File: src/riscv_defines.svh
// RV32I widths, opcode values, funct codes and result-source selects
`ifndef RISCV_DEFINES_SVH
`define RISCV_DEFINES_SVH

// Widths
`define XLEN        32
`define REG_ADDR_W  5

// Base opcodes, instruction bits 6:0
`define OP_R        7'b0110011
`define OP_I        7'b0010011
`define OP_LOAD     7'b0000011
`define OP_STORE    7'b0100011
`define OP_BRANCH   7'b1100011
`define OP_JAL      7'b1101111
`define OP_JALR     7'b1100111
`define OP_LUI      7'b0110111
`define OP_AUIPC    7'b0010111

// funct3 for register and immediate arithmetic
`define F3_ADD_SUB  3'b000
`define F3_SLL      3'b001
`define F3_SLT      3'b010
`define F3_SLTU     3'b011
`define F3_XOR      3'b100
`define F3_SRL_SRA  3'b101
`define F3_OR       3'b110
`define F3_AND      3'b111

// funct7 bit that selects sub and sra
`define F7_ALT_BIT  5

// Writeback result source
`define RES_ALU     2'b00
`define RES_MEM     2'b01
`define RES_PC4     2'b10

`endif
File: src/riscv_pkg.sv
// Control, fetch, decode and writeback payload types with the immediate and ALU enums
`default_nettype none

`include "riscv_defines.svh"

package riscv_pkg;

    //////////////////////////////////////////////////////////////////////
    // Enums
    //////////////////////////////////////////////////////////////////////

    typedef enum logic [2:0] {
        IMM_I = 3'd0,
        IMM_S = 3'd1,
        IMM_B = 3'd2,
        IMM_U = 3'd3,
        IMM_J = 3'd4
    } imm_type_e;

    // ALU_ADD is zero so that an all-zero control word is a bubble
    typedef enum logic [5:0] {
        ALU_ADD    = 6'd0,
        ALU_SUB    = 6'd1,
        ALU_SLL    = 6'd2,
        ALU_SLT    = 6'd3,
        ALU_SLTU   = 6'd4,
        ALU_XOR    = 6'd5,
        ALU_SRL    = 6'd6,
        ALU_SRA    = 6'd7,
        ALU_OR     = 6'd8,
        ALU_AND    = 6'd9,
        ALU_PASS_B = 6'd10
    } alu_op_e;

    //////////////////////////////////////////////////////////////////////
    // Payload structs
    //////////////////////////////////////////////////////////////////////

    typedef struct packed {
        logic       reg_write;
        logic [1:0] res_src;      // ALU, memory or pc+4
        logic       mem_write;
        logic       jump;
        logic       branch;
        alu_op_e    alu_control;
        logic       alu_src_a;    // 0 rs1, 1 pc
        logic       alu_src_b;    // 0 rs2, 1 immediate
        logic       adder_src;    // Jump base, 0 pc, 1 rs1
    } ctrl_t;

    typedef struct packed {
        logic              valid;
        logic [`XLEN-1:0]  instr;
        logic [`XLEN-1:0]  pc;
        logic [`XLEN-1:0]  pc_plus4;
    } fd_t;

    typedef struct packed {
        logic                   valid;
        ctrl_t                  ctrl;
        logic [2:0]             funct3;
        logic [`XLEN-1:0]       rd1;
        logic [`XLEN-1:0]       rd2;
        logic [`XLEN-1:0]       pc;
        logic [`REG_ADDR_W-1:0] rs1;
        logic [`REG_ADDR_W-1:0] rs2;
        logic [`REG_ADDR_W-1:0] rd;
        logic [`XLEN-1:0]       imm_val;
        logic [`XLEN-1:0]       pc_plus4;
    } de_t;

    typedef struct packed {
        logic                   reg_write;
        logic [`REG_ADDR_W-1:0] rd;
        logic [`XLEN-1:0]       result;
    } wb_t;

endpackage

`default_nettype wire

File: src/decode_top.sv
// Decode stage top with fetch/decode and decode/execute pipeline registers
`timescale 1ns/1ps
`default_nettype none

module decode_top (
    input  logic           clk,
    input  logic           rst_n,
    input  logic           stall,
    input  logic           flush,
    input  riscv_pkg::fd_t fd_in,
    input  riscv_pkg::wb_t wb,
    output riscv_pkg::de_t de_out
);
    import riscv_pkg::*;

    fd_t fd_q;
    de_t de_d;

    //////////////////////////////////////////////////////////////////////
    // Fetch/decode boundary
    //////////////////////////////////////////////////////////////////////

    pipe_reg #(
        .payload_t (fd_t)
    ) fd_reg (
        .clk   (clk),
        .rst_n (rst_n),
        .stall (stall),
        .flush (flush),
        .d     (fd_in),
        .q     (fd_q)
    );

    decode u_decode (
        .clk   (clk),
        .rst_n (rst_n),
        .fd    (fd_q),
        .wb    (wb),
        .de    (de_d)
    );

    //////////////////////////////////////////////////////////////////////
    // Decode/execute boundary
    //////////////////////////////////////////////////////////////////////

    pipe_reg #(
        .payload_t (de_t)
    ) de_reg (
        .clk   (clk),
        .rst_n (rst_n),
        .stall (stall),
        .flush (flush),
        .d     (de_d),
        .q     (de_out)
    );

endmodule

`default_nettype wire

File: src/decode.sv
// Combinational decode stage joining control unit, register file and immediate unit
`timescale 1ns/1ps
`default_nettype none

`include "riscv_defines.svh"

module decode (
    input  logic           clk,
    input  logic           rst_n,
    input  riscv_pkg::fd_t fd,
    input  riscv_pkg::wb_t wb,
    output riscv_pkg::de_t de
);
    import riscv_pkg::*;

    ctrl_t            ctrl;
    imm_type_e        imm_src;
    logic [`XLEN-1:0] rd1;
    logic [`XLEN-1:0] rd2;
    logic [`XLEN-1:0] imm_val;

    control_unit cu (
        .op      (fd.instr[6:0]),
        .funct3  (fd.instr[14:12]),
        .funct7  (fd.instr[31:25]),
        .ctrl    (ctrl),
        .imm_src (imm_src)
    );

    reg_file rf (
        .clk   (clk),
        .rst_n (rst_n),
        .wb    (wb),
        .a1    (fd.instr[19:15]),
        .a2    (fd.instr[24:20]),
        .rd1   (rd1),
        .rd2   (rd2)
    );

    imm_ext imex (
        .instr    (fd.instr[31:7]),
        .imm_type (imm_src),
        .imm_val  (imm_val)
    );

    always_comb begin
        de.valid    = fd.valid;
        // Empty slot carries no side effects downstream
        de.ctrl     = fd.valid ? ctrl : ctrl_t'('0);
        de.funct3   = fd.instr[14:12];
        de.rd1      = rd1;
        de.rd2      = rd2;
        de.pc       = fd.pc;
        de.rs1      = fd.instr[19:15];
        de.rs2      = fd.instr[24:20];
        de.rd       = fd.instr[11:7];
        de.imm_val  = imm_val;
        de.pc_plus4 = fd.pc_plus4;
    end

endmodule

`default_nettype wire

File: src/pipe_reg.sv
// Stage-boundary pipeline register with stall hold and flush to bubble
`timescale 1ns/1ps
`default_nettype none

module pipe_reg #(
    parameter type payload_t = logic
) (
    input  logic     clk,
    input  logic     rst_n,
    input  logic     stall,
    input  logic     flush,
    input  payload_t d,
    output payload_t q
);

    // Stall wins over flush, an all-zero payload is the bubble
    always_ff @(posedge clk or negedge rst_n) begin
        if (!rst_n) begin
            q <= '0;
        end else if (!stall) begin
            if (flush) begin
                q <= '0;
            end else begin
                q <= d;
            end
        end
    end

endmodule

`default_nettype wire

File: src/reg_file.sv
// 32 x 32 register file, two read ports, one write port, write-through, x0 hardwired
`timescale 1ns/1ps
`default_nettype none

`include "riscv_defines.svh"

module reg_file (
    input  logic                    clk,
    input  logic                    rst_n,
    input  riscv_pkg::wb_t          wb,
    input  logic [`REG_ADDR_W-1:0]  a1,
    input  logic [`REG_ADDR_W-1:0]  a2,
    output logic [`XLEN-1:0]        rd1,
    output logic [`XLEN-1:0]        rd2
);
    import riscv_pkg::*;

    logic [`XLEN-1:0] regs [2**`REG_ADDR_W];

    // Writes to x0 are dropped
    always_ff @(posedge clk or negedge rst_n) begin
        if (!rst_n) begin
            for (int i = 0; i < 2**`REG_ADDR_W; i++) begin
                regs[i] <= '0;
            end
        end else if (wb.reg_write && wb.rd != '0) begin
            regs[wb.rd] <= wb.result;
        end
    end

    // Same-cycle write is forwarded to the reader
    function automatic logic [`XLEN-1:0] read_port(input logic [`REG_ADDR_W-1:0] addr);
        if (addr == '0) begin
            return '0;
        end else if (wb.reg_write && wb.rd == addr) begin
            return wb.result;
        end
        return regs[addr];
    endfunction

    always_comb begin
        rd1 = read_port(a1);
        rd2 = read_port(a2);
    end

endmodule

`default_nettype wire

File: src/imm_ext.sv
// Immediate extraction and sign extension for the I, S, B, U and J formats
`timescale 1ns/1ps
`default_nettype none

`include "riscv_defines.svh"

module imm_ext (
    input  logic [`XLEN-1:7]      instr,
    input  riscv_pkg::imm_type_e  imm_type,
    output logic [`XLEN-1:0]      imm_val
);
    import riscv_pkg::*;

    // Bit indices below are the instruction's own bit positions
    always_comb begin
        case (imm_type)
            IMM_S: begin
                imm_val = {{20{instr[31]}}, instr[31:25], instr[11:7]};
            end
            IMM_B: begin
                imm_val = {{20{instr[31]}}, instr[7], instr[30:25],
                           instr[11:8], 1'b0};
            end
            // Upper immediate, low twelve bits zero
            IMM_U: begin
                imm_val = {instr[31:12], 12'b0};
            end
            IMM_J: begin
                imm_val = {{12{instr[31]}}, instr[19:12], instr[20],
                           instr[30:21], 1'b0};
            end
            default: begin
                imm_val = {{20{instr[31]}}, instr[31:20]};
            end
        endcase
    end

endmodule

`default_nettype wire

File: src/control_unit.sv
// RV32I main decoder and ALU decoder producing the control word and immediate type
`timescale 1ns/1ps
`default_nettype none

`include "riscv_defines.svh"

module control_unit (
    input  logic [6:0]           op,
    input  logic [2:0]           funct3,
    input  logic [6:0]           funct7,
    output riscv_pkg::ctrl_t     ctrl,
    output riscv_pkg::imm_type_e imm_src
);
    import riscv_pkg::*;

    alu_op_e alu_sel;

    //////////////////////////////////////////////////////////////////////
    // ALU decoder
    //////////////////////////////////////////////////////////////////////

    always_comb begin
        case (funct3)
            // addi has no sub form, only R-type looks at funct7 here
            `F3_ADD_SUB: begin
                if (op == `OP_R && funct7[`F7_ALT_BIT]) begin
                    alu_sel = ALU_SUB;
                end else begin
                    alu_sel = ALU_ADD;
                end
            end
            `F3_SLL:     alu_sel = ALU_SLL;
            `F3_SLT:     alu_sel = ALU_SLT;
            `F3_SLTU:    alu_sel = ALU_SLTU;
            `F3_XOR:     alu_sel = ALU_XOR;
            `F3_SRL_SRA: alu_sel = funct7[`F7_ALT_BIT] ? ALU_SRA : ALU_SRL;
            `F3_OR:      alu_sel = ALU_OR;
            default:     alu_sel = ALU_AND;
        endcase
    end

    //////////////////////////////////////////////////////////////////////
    // Main decoder
    //////////////////////////////////////////////////////////////////////

    always_comb begin
        // Bubble unless the opcode is recognised
        ctrl    = '0;
        imm_src = IMM_I;
        case (op)
            `OP_R: begin
                ctrl.reg_write   = 1'b1;
                ctrl.alu_control = alu_sel;
            end
            `OP_I: begin
                ctrl.reg_write   = 1'b1;
                ctrl.alu_control = alu_sel;
                ctrl.alu_src_b   = 1'b1;
            end
            `OP_LOAD: begin
                ctrl.reg_write = 1'b1;
                ctrl.res_src   = `RES_MEM;
                ctrl.alu_src_b = 1'b1;
            end
            `OP_STORE: begin
                ctrl.mem_write = 1'b1;
                ctrl.alu_src_b = 1'b1;
                imm_src        = IMM_S;
            end
            `OP_BRANCH: begin
                // Compare by subtraction, target from pc + imm
                ctrl.branch      = 1'b1;
                ctrl.alu_control = ALU_SUB;
                imm_src          = IMM_B;
            end
            `OP_JAL: begin
                ctrl.reg_write = 1'b1;
                ctrl.res_src   = `RES_PC4;
                ctrl.jump      = 1'b1;
                imm_src        = IMM_J;
            end
            `OP_JALR: begin
                ctrl.reg_write = 1'b1;
                ctrl.res_src   = `RES_PC4;
                ctrl.jump      = 1'b1;
                ctrl.alu_src_b = 1'b1;
                ctrl.adder_src = 1'b1;
            end
            `OP_LUI: begin
                ctrl.reg_write   = 1'b1;
                ctrl.alu_control = ALU_PASS_B;
                ctrl.alu_src_b   = 1'b1;
                imm_src          = IMM_U;
            end
            `OP_AUIPC: begin
                ctrl.reg_write = 1'b1;
                ctrl.alu_src_a = 1'b1;
                ctrl.alu_src_b = 1'b1;
                imm_src        = IMM_U;
            end
            default: begin
                ctrl    = '0;
                imm_src = IMM_I;
            end
        endcase
    end

endmodule

`default_nettype wire

File: config.mk
export PLATFORM = sky130hd
export DESIGN_NAME = decode_top
export DESIGN_NICKNAME = d
export VERILOG_FILES = /design/src/riscv_pkg.sv /design/src/decode_top.sv /design/src/decode.sv /design/src/pipe_reg.sv /design/src/reg_file.sv /design/src/imm_ext.sv /design/src/control_unit.sv
export VERILOG_INCLUDE_DIRS = /design/src
export SDC_FILE = /design/constraint.sdc
export NUM_CORES = 2
export LEC_CHECK = 0
export BUFFER_PORTS_ARGS = -buffer_cell sky130_fd_sc_hd__buf_2
export CORE_UTILIZATION = 56
export CTS_CLUSTER_SIZE = 28
export DETAILED_ROUTE_END_ITERATION = 10
export MAX_ROUTING_LAYER = met4
export PLACE_DENSITY = 0.77
export SETUP_SLACK_MARGIN = 0.2
export SYNTH_ARGS = -nofsm -noshare
export SYNTH_HDL_FRONTEND = slang
export SYNTH_SLANG_ARGS = --single-unit
File: constraint.sdc
create_clock -name clk -period 2 [get_ports clk]
set_clock_uncertainty 0.15 [all_clocks]
set_input_delay 0.2 -clock clk [delete_from_list [all_inputs] [get_ports clk]]
set_output_delay 0.2 -clock clk [all_outputs]
set_load 0.1 [all_outputs]
==> metrics.md, run 1 <==
| Metric | Value |
|---|---|
| Initial core utilization | `a little under three fifths` |
| Post-synth top cells | `dfrtp_1 (1,313), mux2_2 (1,076), mux4_2 (384)` |
| Initial antenna violation count | `12` |
| Wire length of the first global-routing pass | `roughly 360,000 µm` |
| Tot GR Track Use | `41.81%` |
| Seq cells post-synth | `1,313` |
| Worst endpoint type | `register data pin` |
| Cell taking the most area after synthesis | `dfrtp_1` |
| Post-synth ARST share | `100.0%` |
| Rows | `126` |
| Synth Flop Type | `dfrtp_1` |
| Run Error | `[ERROR DRT-0255] Maze Route cannot find path of net de_out[79] in worker of routeBox ( 338100 96600 ) ( 347450 144900 ).` |
| Clock sink count | `~1,300` |
| Clk buf depth | `3` |
| Vias in the first global route | `54,130` |
| Die Ht | `~350 µm` |
| # IOs | `around 330` |
| Most frequent cell after synthesis | `dfrtp_1` |
| Port Buf Inserts | `330` |
| Ys Warns | `0` |
| Yosys cell types | `67` |
| Run status | `did not finish` |
| # H-tree levels | `4` |
| Total CTS buffers | `around 140` |
| Synthesized area per cell | `13.23 µm²` |
| Final HPWL DP | `approximately 140,000 µm` |
| Largest net degree at the start of global routing | `179` |
| Gr ovfl total | `0` |
| Mapped Cells | `slightly above 5,000` |
| Grt repair worst endpoint | `de_reg.q[163]$_DFFE_PN0N_/D` |
| GP Congestion | `0.9505` |
| Top cells by area, synth | `dfrtp_1 (49%), mux2_2 (18%), mux4_2 (13%)` |
| Die Wd | `347.5 µm` |
| Stop stage | `5_2_route` |
| Register area share after synthesis | `49.17%` |
| Share of the synthesized area in the top cell type | `49.17%` |
| CTS root buf | `clkbuf_16` |
| Post-synth EDFFs | `0` |
| Mapped cell area | `0.06683 mm²` |
[logic make-up after synthesis]
logic type             synth area share [%]
AO/OA/AOI/OAI                         6.864
XOR/XNOR                             0.1311
buffers and inverters                 3.806
flip-flops                            49.17
multiplexers                          33.81
other                              0.005611
AND/OR/NAND/NOR                       6.214
[per-layer routing]
metal and track usage (%):
met2 60.20, met5 -, met4 25.27, met3 14.35, met1 50.94
[metrics by stage]
stage / std cells / area (µm²) / hold WS, ns / worst slack (ns)
global route: 7506 / 87240 / 0.05228 / -0.6590
CTS: 7423 / 84730 / 0.001580 / -0.4700
detailed placement: 6871 / 74100 / -0.04994 / -0.5864
global placement: 6871 / 74100 / -0.04491 / -0.5705
floorplan: 5052 / 67340 / -0.2456 / -0.07353
[repair_timing]
item,CTS,global route
resized for setup,713,397
hold buffers,228,1
pin swaps,57,92
setup buffers,54,53
gates cloned,17,23
setup endpoints to repair,294,527
hold endpoints to repair,2537,18
==> run 2: changes to the inputs <==
Settings changed: CORE_UTILIZATION 56 to 40, CTS_CLUSTER_SIZE 28 to not set, MAX_ROUTING_LAYER met4 to not set, PLACE_DENSITY 0.77 to not set, PLACE_DENSITY_LB_ADDON set to 0.15, SETUP_SLACK_MARGIN 0.2 to not set.
Clock period 2 ns to 2.6 ns, I/O delays scaled along.
==> metrics.md, run 2 <==
| Metric | Value |
|---|---|
| Drt first-iter violations | `4,762` |
| Peak Freq | `0.3883 GHz` |
| Port Buf Inserts | `330` |
| WHS | `0.1064 ns` |
| Clock transition at the registers of the reported paths | `about 0.06 ns` |
| Antenna viol nets, final | `0` |
| Setup crit end kind | `flip-flop` |
| Rows | `about 150` |
| Clock sink count | `approximately 1,300` |
| Final nets | `5,679` |
| Post-synth EDFFs | `0` |
| Max Cap Viol | `0` |
| Design Area, Final | `between 0.08 and 0.09 mm²` |
| RSZ-0062 raised after global routing | `true` |
| Multi-input gate area | `0.03177 mm²` |
| Final slew viol count | `0` |
| PD cells | `779.5 mW/mm²` |
| Largest register FFs | `1,024` |
| # IOs | `333` |
| Run status | `finished clean` |
| Top cells by area, synth | `dfrtp_1 (49%), mux2_2 (18%), mux4_2 (13%)` |
| Yosys cell types | `67` |
| CTS root buf | `clkbuf_16` |
| Initial antenna violation count | `16` |
| Synthesized area per cell | `~13 µm²` |
| CTS tree | `done` |
| Critical path cell sequence | `or3b_2 -> buf_12 -> o221ai_1 -> nor3_1 -> nor3_2 -> buf_4 -> o21ai_0` |
| CP max stage cell | `dfrtp_4` |
| Mapped Cells | `5,051` |
| Fillers | `14,500` |
| Post-synth ARST share | `100.0%` |
| Die Ht | `410.7 µm` |
| Reg with most FFs | `u_decode.rf.regs` |
| Most frequent cells in the layout | `dfrtp_1 (1,305), mux2_2 (1,076), mux4_2 (384)` |
| Pre-Repair DR Iteration Count | `8` |
| Share of the synthesized area in the top cell type | `49.17%` |
| Critical path class | `reg -> reg` |
| Hold Crit Class | `in -> reg` |
| FF+latch area | `0.03288 mm²` |
| Relative slew margins | `roughly a third` |
| Ys Warns | `0` |
| Vias | `between 40,000 and 50,000` |
| Largest net degree at the start of global routing | `127` |
| Gr ovfl total | `0` |
| Peak supply drop | `around 0.00052 V` |
| Register area share after synthesis | `49.17%` |
| Mapped cell area | `0.06683 mm²` |
| Final HPWL DP | `roughly 150,000 µm` |
| Most frequent cell after synthesis | `dfrtp_1` |
| Seq cells post-synth | `1,313` |
| Setup_tns | `0 ns` |
| Vias/cell | `6.086` |
| Routed length per instance | `31.45 µm` |
| Hold Vio Cnt, Final | `0` |
| CP arrival | `3.12 ns` |
| Commonest non-fill, non-tap cell in the layout | `dfrtp_1` |
| DRC errors left | `0` |
| Minimum clock period | `2.576 ns` |
| Detailed Route WL | `246,600 µm` |
| Slew @ Worst Pin | `1.012 ns` |
| Lkg Pwr | `34.74 nW` |
| Die Wd | `410.7 µm` |
| Biggest regs | `u_decode.rf.regs: 1024 flops, de_reg.q: 192 flops, fd_reg.q: 97 flops` |
| Type of origin of the critical path | `flip-flop` |
| Post-synth top cells | `dfrtp_1 (1,313), mux2_2 (1,076), mux4_2 (384)` |
| Initial core utilization | `40.41%` |
| Final setup vio count | `0` |
| Core footprint | `0.1654 mm²` |
| Die ar. | `around 0.17 mm²` |
| Critical Path Fanout Max | `32` |
| Tot GR Track Use | `29.00%` |
| Slowest stage delay, CP | `0.57 ns` |
| Synth Flop Type | `dfrtp_1` |
| Tcrit/Tclk final | `99.06%` |
| # H-tree levels | `4` |
| Post-DP Area | `0.07319 mm²` |
| Cell taking the most area after synthesis | `dfrtp_1` |
| Clk buf depth | `3` |
| Fraction of layout cells with a size suffix above 1 | `44.01%` |
| Syn-to-layout area delta | `20.30%` |
| Skew-Pair Late Insertion Delay | `roughly 0.82 ns` |
| GP Congestion | `0.8422` |
| Wire length of the first global-routing pass | `354,600 µm` |
| CP required | `3.14 ns` |
| Total CTS buffers | `152` |
| Vias in the first global route | `47,710` |
[run 2: cell counts after synthesis]
Identical to the previous run, type by type.
[run 2: per-layer routing]
metal / track usage (%) / share of wire, %
met2: 44.64 / 45
met4: 8.942 / 3.2
met5: 0 / 0.042
met3: 6.319 / 8.0
met1: 40.84 / 43
[run 2: cell type report]
type,instances,share of cell area [%]
clock buffer,224,5.595
sequential,1313,40.90
inverter,8,0.03735
timing repair buffer,872,9.886
clock inverter,41,0.6537
tap,2189,3.407
antenna,2,0.006225
multi-input combinational,3193,39.51
[run 2: final timing paths]
path / startpoint / end / slack (ns) / cells after the start
max reg2reg: fd_reg.q[85] / de_reg.q[124] / 0.02 / 7
max in group asynchronous: rst_n / fd_reg.q[33] / 1.29 / 3
max: fd_reg.q[85] / de_reg.q[124] / 0.02 / 7
min reg2reg: u_decode.rf.regs[1012] / u_decode.rf.regs[1012] / 0.25 / 0
min: fd_in[32] / fd_reg.q[32] / 0.11 / 4
min in group asynchronous: rst_n / u_decode.rf.regs[472] / 0.13 / 3
[run 2: timing repair]
item	CTS	global route
hold buffers	179	0
buffers inserted	9	6
endpoints found under the hold margin	2453	0
setup endpoints to repair	33	20
cloned	0	4
pin swaps	2	5
gates resized for setup	4	21
[run 2: critical path: cells and delay by family, from the launching register on]
family	cells	cell delay, ns
flops	1	0.57
simple gates	3	1.00
compound gates	2	0.28
buf+inv	2	0.43
[run 2: cell families after synthesis]
| group | after synthesis | share of synthesized area (%) |
|---|---|---|
| other cells | 1 | 0.005611 |
| simple gates | 822 | 6.214 |
| xor+xnor | 10 | 0.1311 |
| flops | 1313 | 49.17 |
| mux | 1643 | 33.81 |
| buf+inv | 546 | 3.806 |
| compound gates | 716 | 6.864 |
[run 2: through the flow]
| step | power, mW | cells | worst slack [ns] | utilization (%) |
|---|---|---|---|---|
| 6_report | 62.66 | 7842 | 0.02449 | 48.62 |
| 2_1_floorplan | 35.92 | 5052 | 0.4211 | - |
| 4_1_cts | 62.87 | 7830 | 0.004696 | 48.46 |
| 5_1_grt | 65.10 | 7841 | -0.01058 | 48.62 |
| 3_5_place_dp | 40.68 | 7377 | -0.2868 | 44.26 |
| 3_3_place_gp | 40.40 | 7377 | -0.3322 | 44.26 |
[run 2: power breakdown]
group          total, mW  internal (mW)  switching [mW]
clock network       21.8           12.7            9.10
registers           26.6           23.9            2.70
logic               14.3           6.92            7.39
total               62.7           43.5            19.2
Power figures use the tool's default switching activity.
